<file path="config.mk">
export PLATFORM = sky130hd
export DESIGN_NAME = serpc_top
export DESIGN_NICKNAME = d
export VERILOG_FILES = /design/src/serpc_cfg_pkg.sv /design/src/serpc_isa_pkg.sv /design/src/serpc_decode.sv /design/src/serpc_imm_shift.sv /design/src/serpc_link_reg.sv /design/src/serpc_pc_unit.sv /design/src/serpc_sequencer.sv /design/src/serpc_top.sv
export SDC_FILE = /design/constraint.sdc
export NUM_CORES = 1
export LEC_CHECK = 0
export BUFFER_PORTS_ARGS = -buffer_cell sky130_fd_sc_hd__buf_4
export CORE_ASPECT_RATIO = 0.75
export CORE_MARGIN = 2
export CORE_UTILIZATION = 55
export CTS_CLUSTER_SIZE = 16
export DETAILED_ROUTE_END_ITERATION = 7
export PLACE_DENSITY_LB_ADDON = 0.12
export SLEW_MARGIN = 25
export SYNTH_ARGS = -nofsm -noshare
export SYNTH_HDL_FRONTEND = slang
export SYNTH_HIERARCHICAL = 1
export SYNTH_SLANG_ARGS = --single-unit
</file>
<file path="constraint.sdc">
create_clock -name clk -period 2.84 [get_ports clk]
set_clock_uncertainty 0.15 [all_clocks]
set_input_delay 0.568 -clock clk [delete_from_list [all_inputs] [get_ports clk]]
set_output_delay 0.568 -clock clk [all_outputs]
set_load 0.02 [all_outputs]
</file>
<file path="src/serpc_cfg_pkg.sv">
package serpc_cfg_pkg;

   // ####################################################################
   // core constants
   // ####################################################################

   localparam logic [31:0] reset_pc = 32'h0000_0000;
   localparam logic [31:0] trap_vec = 32'h0000_0100;  // illegal word lands here
   localparam int          xlen     = 32;
   localparam int          cnt_w    = 5;               // 32 serial steps

   typedef enum logic [1:0] {
      s_fetch,
      s_decode,
      s_exec,
      s_retire
   } seq_state_t;

   // ####################################################################
   // bus and pipeline bundles
   // ####################################################################

   typedef struct packed {
      logic [xlen-1:0] adr;
      logic            cyc;
      logic            stb;
      logic            we;
   } wb_m2s_t;

   typedef struct packed {
      logic [xlen-1:0] dat;
      logic            ack;
   } wb_s2m_t;

   typedef struct packed {
      logic en;      // any exec step
      logic first;   // step 0
      logic bit2;    // step 2 where the +4 goes in
      logic last;    // step 31
   } cnt_t;

   typedef struct packed {
      logic            valid;
      logic [xlen-1:0] pc;
      logic [xlen-1:0] next_pc;
      logic            rd_we;
      logic [xlen-1:0] rd_data;
      logic            trap;
      logic            misaligned;
   } retire_t;

endpackage

</file>
<file path="src/serpc_isa_pkg.sv">
package serpc_isa_pkg;

   // major opcode from instr[6:2]
   typedef enum logic [4:0] {
      op_jal   = 5'b11011,
      op_lui   = 5'b01101,
      op_auipc = 5'b00101,
      op_other = 5'b11111   // everything else
   } opcode_t;

   typedef struct packed {
      opcode_t op;
      logic    jump;     // next pc from offset adder
      logic    utype;    // rd from offset adder
      logic    pc_rel;   // pc feeds offset adder
      logic    rd_we;
      logic    trap;     // low bits not 2'b11
   } dec_t;

endpackage

</file>
<file path="src/serpc_decode.sv">
`timescale 1ns/10ps

module serpc_decode
   import serpc_isa_pkg::*;
(
   input  logic [31:0] i_instr,
   output dec_t        o_dec
);

   logic [4:0] major;
   opcode_t    op;
   logic       illegal;
   logic       is_jal;
   logic       is_u;

   assign major   = i_instr[6:2];
   assign illegal = (i_instr[1:0] != 2'b11);  // compressed space not supported

   always_comb begin
      case (major)
         op_jal:   op = op_jal;
         op_lui:   op = op_lui;
         op_auipc: op = op_auipc;
         default:  op = op_other;
      endcase
   end

   assign is_jal = (op == op_jal);
   assign is_u   = (op == op_lui) | (op == op_auipc);

   // ####################################################################
   // control bits where trap wins
   // ####################################################################

   always_comb begin
      o_dec.op     = op;
      o_dec.trap   = illegal;
      o_dec.jump   = is_jal & ~illegal;
      o_dec.utype  = is_u & ~illegal;
      o_dec.pc_rel = is_jal | (op == op_auipc);  // lui adds to zero
      o_dec.rd_we  = (is_jal | is_u) & ~illegal;
   end

endmodule

</file>
<file path="src/serpc_imm_shift.sv">
`timescale 1ns/10ps

module serpc_imm_shift
   import serpc_cfg_pkg::*;
   import serpc_isa_pkg::*;
(
   input  logic            clk,
   input  logic            i_rst_n,
   input  logic [xlen-1:0] i_instr,
   input  dec_t            i_dec,
   input  logic            i_load,
   input  cnt_t            i_cnt,
   output logic            o_imm
);

   logic [xlen-1:0] imm_q;
   logic [xlen-1:0] imm_j;
   logic [xlen-1:0] imm_u;

   // J layout is sign then [19:12] [20] [30:21] and a zero lsb
   assign imm_j = {{12{i_instr[31]}}, i_instr[19:12], i_instr[20], i_instr[30:21], 1'b0};
   assign imm_u = {i_instr[31:12], 12'b0};

   always_ff @(posedge clk or negedge i_rst_n) begin
      if (!i_rst_n) begin
         imm_q <= '0;
      end else if (i_load) begin
         imm_q <= i_dec.jump ? imm_j : imm_u;
      end else if (i_cnt.en) begin
         imm_q <= {imm_q[xlen-1], imm_q[xlen-1:1]};  // lsb first
      end
   end

   assign o_imm = imm_q[0];

endmodule

</file>
<file path="src/serpc_link_reg.sv">
`timescale 1ns/10ps

module serpc_link_reg
   import serpc_cfg_pkg::*;
   import serpc_isa_pkg::*;
(
   input  logic            clk,
   input  logic            i_rst_n,
   input  cnt_t            i_cnt,
   input  dec_t            i_dec,
   input  logic            i_rd_bit,
   input  logic [xlen-1:0] i_pc,
   input  logic            i_misaligned,
   input  logic            i_retire_stb,
   output retire_t         o_retire
);

   logic [xlen-1:0] rd_q;
   logic [xlen-1:0] pc_q;

   always_ff @(posedge clk or negedge i_rst_n) begin
      if (!i_rst_n) begin
         rd_q <= '0;
         pc_q <= '0;
      end else begin
         if (i_cnt.en)
            rd_q <= {i_rd_bit, rd_q[xlen-1:1]};
         if (i_cnt.first)
            pc_q <= i_pc;  // still the old pc here
      end
   end

   always_comb begin
      o_retire.valid      = i_retire_stb;
      o_retire.pc         = pc_q;
      o_retire.next_pc    = i_pc;  // fully rotated by now
      o_retire.rd_we      = i_dec.rd_we;
      o_retire.rd_data    = rd_q;
      o_retire.trap       = i_dec.trap;
      o_retire.misaligned = i_misaligned;
   end

endmodule

</file>
<file path="src/serpc_pc_unit.sv">
`timescale 1ns/10ps

module serpc_pc_unit
   import serpc_cfg_pkg::*;
   import serpc_isa_pkg::*;
(
   input  logic            clk,
   input  logic            i_rst_n,
   input  cnt_t            i_cnt,
   input  dec_t            i_dec,
   input  logic            i_imm,
   output logic [xlen-1:0] o_pc,
   output logic            o_pc_bit,
   output logic            o_rd_bit,
   output logic            o_misaligned
);

   logic [xlen-1:0] pc_q;
   logic [xlen-1:0] tv_q;     // rotating copy of trap_vec
   logic            cy4_q;
   logic            cyo_q;
   logic            first_q;
   logic            mis_q;
   logic            pc_bit;
   logic            sum4, cy4;
   logic            sumo, cyo;
   logic            off_a;
   logic            new_bit;

   assign pc_bit = pc_q[0];
   assign off_a  = i_dec.pc_rel & pc_bit;

   // ####################################################################
   // serial adders
   // ####################################################################

   assign {cy4, sum4} = pc_bit + i_cnt.bit2 + (cy4_q & ~i_cnt.first);
   assign {cyo, sumo} = off_a + i_imm + (cyo_q & ~i_cnt.first);

   assign new_bit = i_dec.trap ? tv_q[0] :
                    i_dec.jump ? sumo    : sum4;

   always_ff @(posedge clk or negedge i_rst_n) begin
      if (!i_rst_n) begin
         pc_q    <= reset_pc;
         tv_q    <= trap_vec;
         cy4_q   <= 1'b0;
         cyo_q   <= 1'b0;
         first_q <= 1'b0;
         mis_q   <= 1'b0;
      end else begin
         first_q <= i_cnt.first;
         if (i_cnt.en) begin
            pc_q  <= {new_bit, pc_q[xlen-1:1]};  // new pc enters at the top
            tv_q  <= {tv_q[0], tv_q[xlen-1:1]};
            cy4_q <= cy4;
            cyo_q <= cyo;
         end
         if (first_q)
            mis_q <= i_dec.jump & sumo;  // target bit 1
      end
   end

   assign o_pc         = pc_q;
   assign o_pc_bit     = pc_bit;
   assign o_rd_bit     = (i_dec.utype & sumo) | (i_dec.jump & sum4);
   assign o_misaligned = mis_q;

endmodule

</file>
<file path="src/serpc_sequencer.sv">
`timescale 1ns/10ps

module serpc_sequencer
   import serpc_cfg_pkg::*;
   import serpc_isa_pkg::*;
(
   input  logic            clk,
   input  logic            i_rst_n,
   input  wb_s2m_t         i_wb,
   input  dec_t            i_dec,
   output logic            o_wb_req,
   output logic [xlen-1:0] o_instr,
   output logic            o_load,
   output cnt_t            o_cnt,
   output logic            o_retire_stb
);

   seq_state_t       state_q;
   logic [cnt_w-1:0] cnt_q;
   logic             req_q;
   logic [xlen-1:0]  instr_q;
   logic             take;
   logic             exec;

   assign take = req_q & i_wb.ack;  // only valid while requesting
   assign exec = (state_q == s_exec);

   // ####################################################################
   // state machine
   // ####################################################################

   always_ff @(posedge clk or negedge i_rst_n) begin
      if (!i_rst_n) begin
         state_q <= s_fetch;
         cnt_q   <= '0;
         req_q   <= 1'b0;
      end else begin
         case (state_q)
            s_fetch: begin
               if (take) begin
                  req_q   <= 1'b0;
                  state_q <= s_decode;
               end else begin
                  req_q <= 1'b1;  // hold cyc/stb until ack
               end
            end
            s_decode: begin
               cnt_q   <= '0;
               state_q <= s_exec;
            end
            s_exec: begin
               cnt_q <= cnt_q + 1'b1;
               if (o_cnt.last)
                  state_q <= s_retire;
            end
            s_retire: begin
               req_q   <= 1'b1;  // next fetch right away
               state_q <= s_fetch;
            end
            default: state_q <= s_fetch;
         endcase
      end
   end

   always_ff @(posedge clk) begin
      if (take)
         instr_q <= i_wb.dat;
   end

   always_comb begin
      o_cnt.en    = exec;
      o_cnt.first = exec & (cnt_q == cnt_w'(0));
      o_cnt.bit2  = exec & (cnt_q == cnt_w'(2));
      o_cnt.last  = exec & (cnt_q == cnt_w'(xlen - 1));
   end

   assign o_wb_req     = req_q;
   assign o_instr      = instr_q;
   assign o_load       = (state_q == s_decode) & (i_dec.jump | i_dec.utype);  // only if imm used
   assign o_retire_stb = (state_q == s_retire);

endmodule

</file>
<file path="src/serpc_top.sv">
`timescale 1ns/10ps

module serpc_top
   import serpc_cfg_pkg::*;
   import serpc_isa_pkg::*;
(
   input  logic    clk,
   input  logic    i_rst_n,
   output wb_m2s_t o_wb,
   input  wb_s2m_t i_wb,
   output retire_t o_retire
);

   logic            wb_req;
   logic [xlen-1:0] instr;
   logic            load;
   cnt_t            cnt;
   logic            retire_stb;
   dec_t            dec;
   logic            imm_bit;
   logic [xlen-1:0] pc;
   logic            rd_bit;
   logic            misaligned;

   // read-only master with the address straight from the pc register
   assign o_wb = '{adr: pc, cyc: wb_req, stb: wb_req, we: 1'b0};

   // ####################################################################
   // control
   // ####################################################################

   serpc_sequencer u_seq (
      .clk          (clk),
      .i_rst_n      (i_rst_n),
      .i_wb         (i_wb),
      .i_dec        (dec),
      .o_wb_req     (wb_req),
      .o_instr      (instr),
      .o_load       (load),
      .o_cnt        (cnt),
      .o_retire_stb (retire_stb)
   );

   serpc_decode u_dec (.i_instr(instr), .o_dec(dec));

   // ####################################################################
   // datapath
   // ####################################################################

   serpc_imm_shift u_imm (
      .clk(clk), .i_rst_n(i_rst_n), .i_instr(instr), .i_dec(dec),
      .i_load(load), .i_cnt(cnt), .o_imm(imm_bit)
   );

   serpc_pc_unit u_pc (
      .clk(clk), .i_rst_n(i_rst_n), .i_cnt(cnt), .i_dec(dec), .i_imm(imm_bit),
      .o_pc(pc), .o_pc_bit(), .o_rd_bit(rd_bit), .o_misaligned(misaligned)
   );

   serpc_link_reg u_link (
      .clk(clk), .i_rst_n(i_rst_n), .i_cnt(cnt), .i_dec(dec),
      .i_rd_bit(rd_bit), .i_pc(pc), .i_misaligned(misaligned),
      .i_retire_stb(retire_stb), .o_retire(o_retire)
   );

endmodule

</file>
==> run_results.csv <==
group,metric,value,unit
status,status,"finished, final reports clean",
drt,drt_iter0_drc,270,
drt,drc,0,
floorplanning,die_h,113.2,µm
sta,fin_crit_sh,87.90,%
critical_path,required,3000,ps
flow_run,maxCapViolCount,0,
pwr,power_frac_clock,31.0,%
synthesis,synth.net_count,597,
clocking,cts.sinks,199,
clocking,cts_setup_buffers,0,
floorplanning,rows,39,
critical_path,end_kind,"flip-flop",
placement,place_area,9698,µm²
critical_path,cp_cell_sequence,"inv_1 -> ha_4 -> inv_2 -> nor4_2 -> and2_2 -> nor2b_1 -> fa_1 -> a22o_1 -> mux2_2",
floorplanning,core,15370,µm²
grt,grt_pass1_wl,24.13,mm
drt,via_count,4539,
floorplanning,start_util,56.91,%
placement,port_buffers,163,
synthesis,syn_area_per_cell,15.88,µm²
pwr,ir_drop,0.9655,mV
sta,worst_pin_slew,892.5,ps
finish,diodes,0,
min_path,hold_path.class,"input port to flip-flop",
grt,grtUsageTotal,18.16,%
finish,syn2layout_area_growth,17.96,%
sta,hold_viol_final,0,
critical_path,crit_path_start_kind,"flip-flop",
placement,dpl_worst_slack,344.1,ps
sta,finalCriticalPeriod,2496,ps
critical_path,cp.arrival,2660,ps
finish,fillers,1071,
clocking,htree_levels,4,
clocking,cts-resized-gates,0,
pwr,p_switching,2378,µW
placement,gp_congestion,0.7586,
synthesis,synthesis.area,8748,µm²
finish,drive_gt1_share,49.56,%
pwr,swShare,29.66,%
finish,multi_input_area,2957,µm²
floorplanning,die_w,149.6,µm
clocking,clockBufferDepth,2,
synthesis,synthCells,551,
critical_path,r2r_end,"u_link/rd_q[31]",
critical_path,cp.buffers_inverters,2,
drt,via_per_inst,5.094,
drt,drt-pass1-iter-count,4,
critical_path,r2r_start,"u_seq/state_q[0]",
drt,finalWirelength,14.70,mm
floorplanning,dieArea,16940,µm²
sta,final.setup.tns,0,ps
clocking,hold_buffers,1,
sta,finalSetupViolations,0,
critical_path,cp_max_fo,4,
critical_path,rrSetupSlack,340,ps
pwr,sequentialPowerShare,43.1,%
finish,final_area,10320,µm²
grt,antenna_found_initial,0,
sta,rsz0062_at_grt,"false",
floorplanning,io_pins,170,
clocking,cts_buffers,17,
pwr,p_per_area,777.0,nW/µm²
critical_path,crit_family,"adder cells",
clocking,cts_tree,"done",
finish,final_cell_mix,"buf_4, dfrtp_1, mux2_4, mux2i_1, mux2_2",
grt,grt_overflow,0,
placement,dp.cells,858,
sta,fmax,0.4006,GHz
grt,grt_max_degree,137,
critical_path,max_stage_delay,480,ps
min_path,hold_end,"u_seq/o_instr[16]",
grt,first_global_vias,4566,
drt,ant_nets,0,
placement,dp_hpwl,9.701,mm
pwr,intPower,5640,µW
critical_path,rr_worst_depth,9,
min_path,whs_path_depth,1,
clocking,root_buffer,"clkbuf_16",
pwr,p_leak,0.005114,µW
sta,slew_viol_final,0,
synthesis,yosys_warnings,6,
finish,regArea,5116,µm²
sta,worst_slack,343.6,ps
pwr,fin_total_pwr,8019,µW
sta,relSlewSlack,40.50,%
clocking,clk_pin_slew,70,ps
clocking,clk_latency,430,ps
drt,wl_per_cell,16.49,µm
finish,final_nets,719,
finish,fin_cells,891,
min_path,min_from,"i_wb[17]",
critical_path,cp_slowest_cell,"fa_1",
pwr,comb_power_share,25.9,%
critical_path,critPathKind,"flip-flop to flip-flop",
[registers in the layout (all words and copies together), names as in the netlist]
register	flops
u_imm/imm_q	32
u_link/pc_q	32
u_link/rd_q	32
u_pc/o_pc	32
u_pc/tv_q	32
u_seq/o_instr	27
u_seq/cnt_q	5
u_seq/state_q	2
u_pc/cy4_q	1
u_pc/cyo_q	1
u_pc/first_q	1
u_pc/o_misaligned	1
u_seq/o_wb_req	1
[cell type report]
class / count / area share (%)
sequential: 199 / 49.58
timing repair buffer: 175 / 13.03
clock buffer: 19 / 4.195
multi-input combinational: 271 / 28.65
tap: 205 / 2.485
clock inverter: 13 / 1.734
inverter: 9 / 0.3274
[power groups by stage]
stage                     registers, µW  logic (µW)  clock network [µW]
final                              3450        2080                2490
after global routing               3490        2250                2690
after CTS                          3450        2100                2550
after detailed placement           3500        2100                   0
after global placement             3490        2020                   0
after floorplan                    3470        2000                   0
[per-layer routing]
metal	up-vias	track usage (%)	wire length (µm)
met3	18	4.234	660
met1	2248	26.88	7219
met4	0	6.286	178
met5	-	0	0
met2	123	26.51	6637
li1	2150	-	-
[worst max path at each step]
stage | slack [ps] | start | endpoint | depth (start not counted)
finish | 340 | u_seq/state_q[0] | u_link/rd_q[31] | 9
detailed placement | 340 | u_seq/state_q[0] | u_link/rd_q[31] | 9
floorplan | 350 | u_seq/state_q[0] | u_link/rd_q[31] | 9
global placement | 380 | u_seq/state_q[0] | u_link/rd_q[31] | 9
global route | 190 | u_seq/state_q[0] | u_link/rd_q[31] | 9
CTS | 340 | u_seq/state_q[0] | u_link/rd_q[31] | 9
[per-stage QoR]
stage,hold slack (ps),util (%)
2_1_floorplan,122.4,-
3_3_place_gp,292.0,63.09
3_5_place_dp,294.6,63.09
4_1_cts,142.0,67.14
5_1_grt,135.6,67.14
6_report,162.9,67.14
No activity file was read; power rests on OpenSTA's default activity.
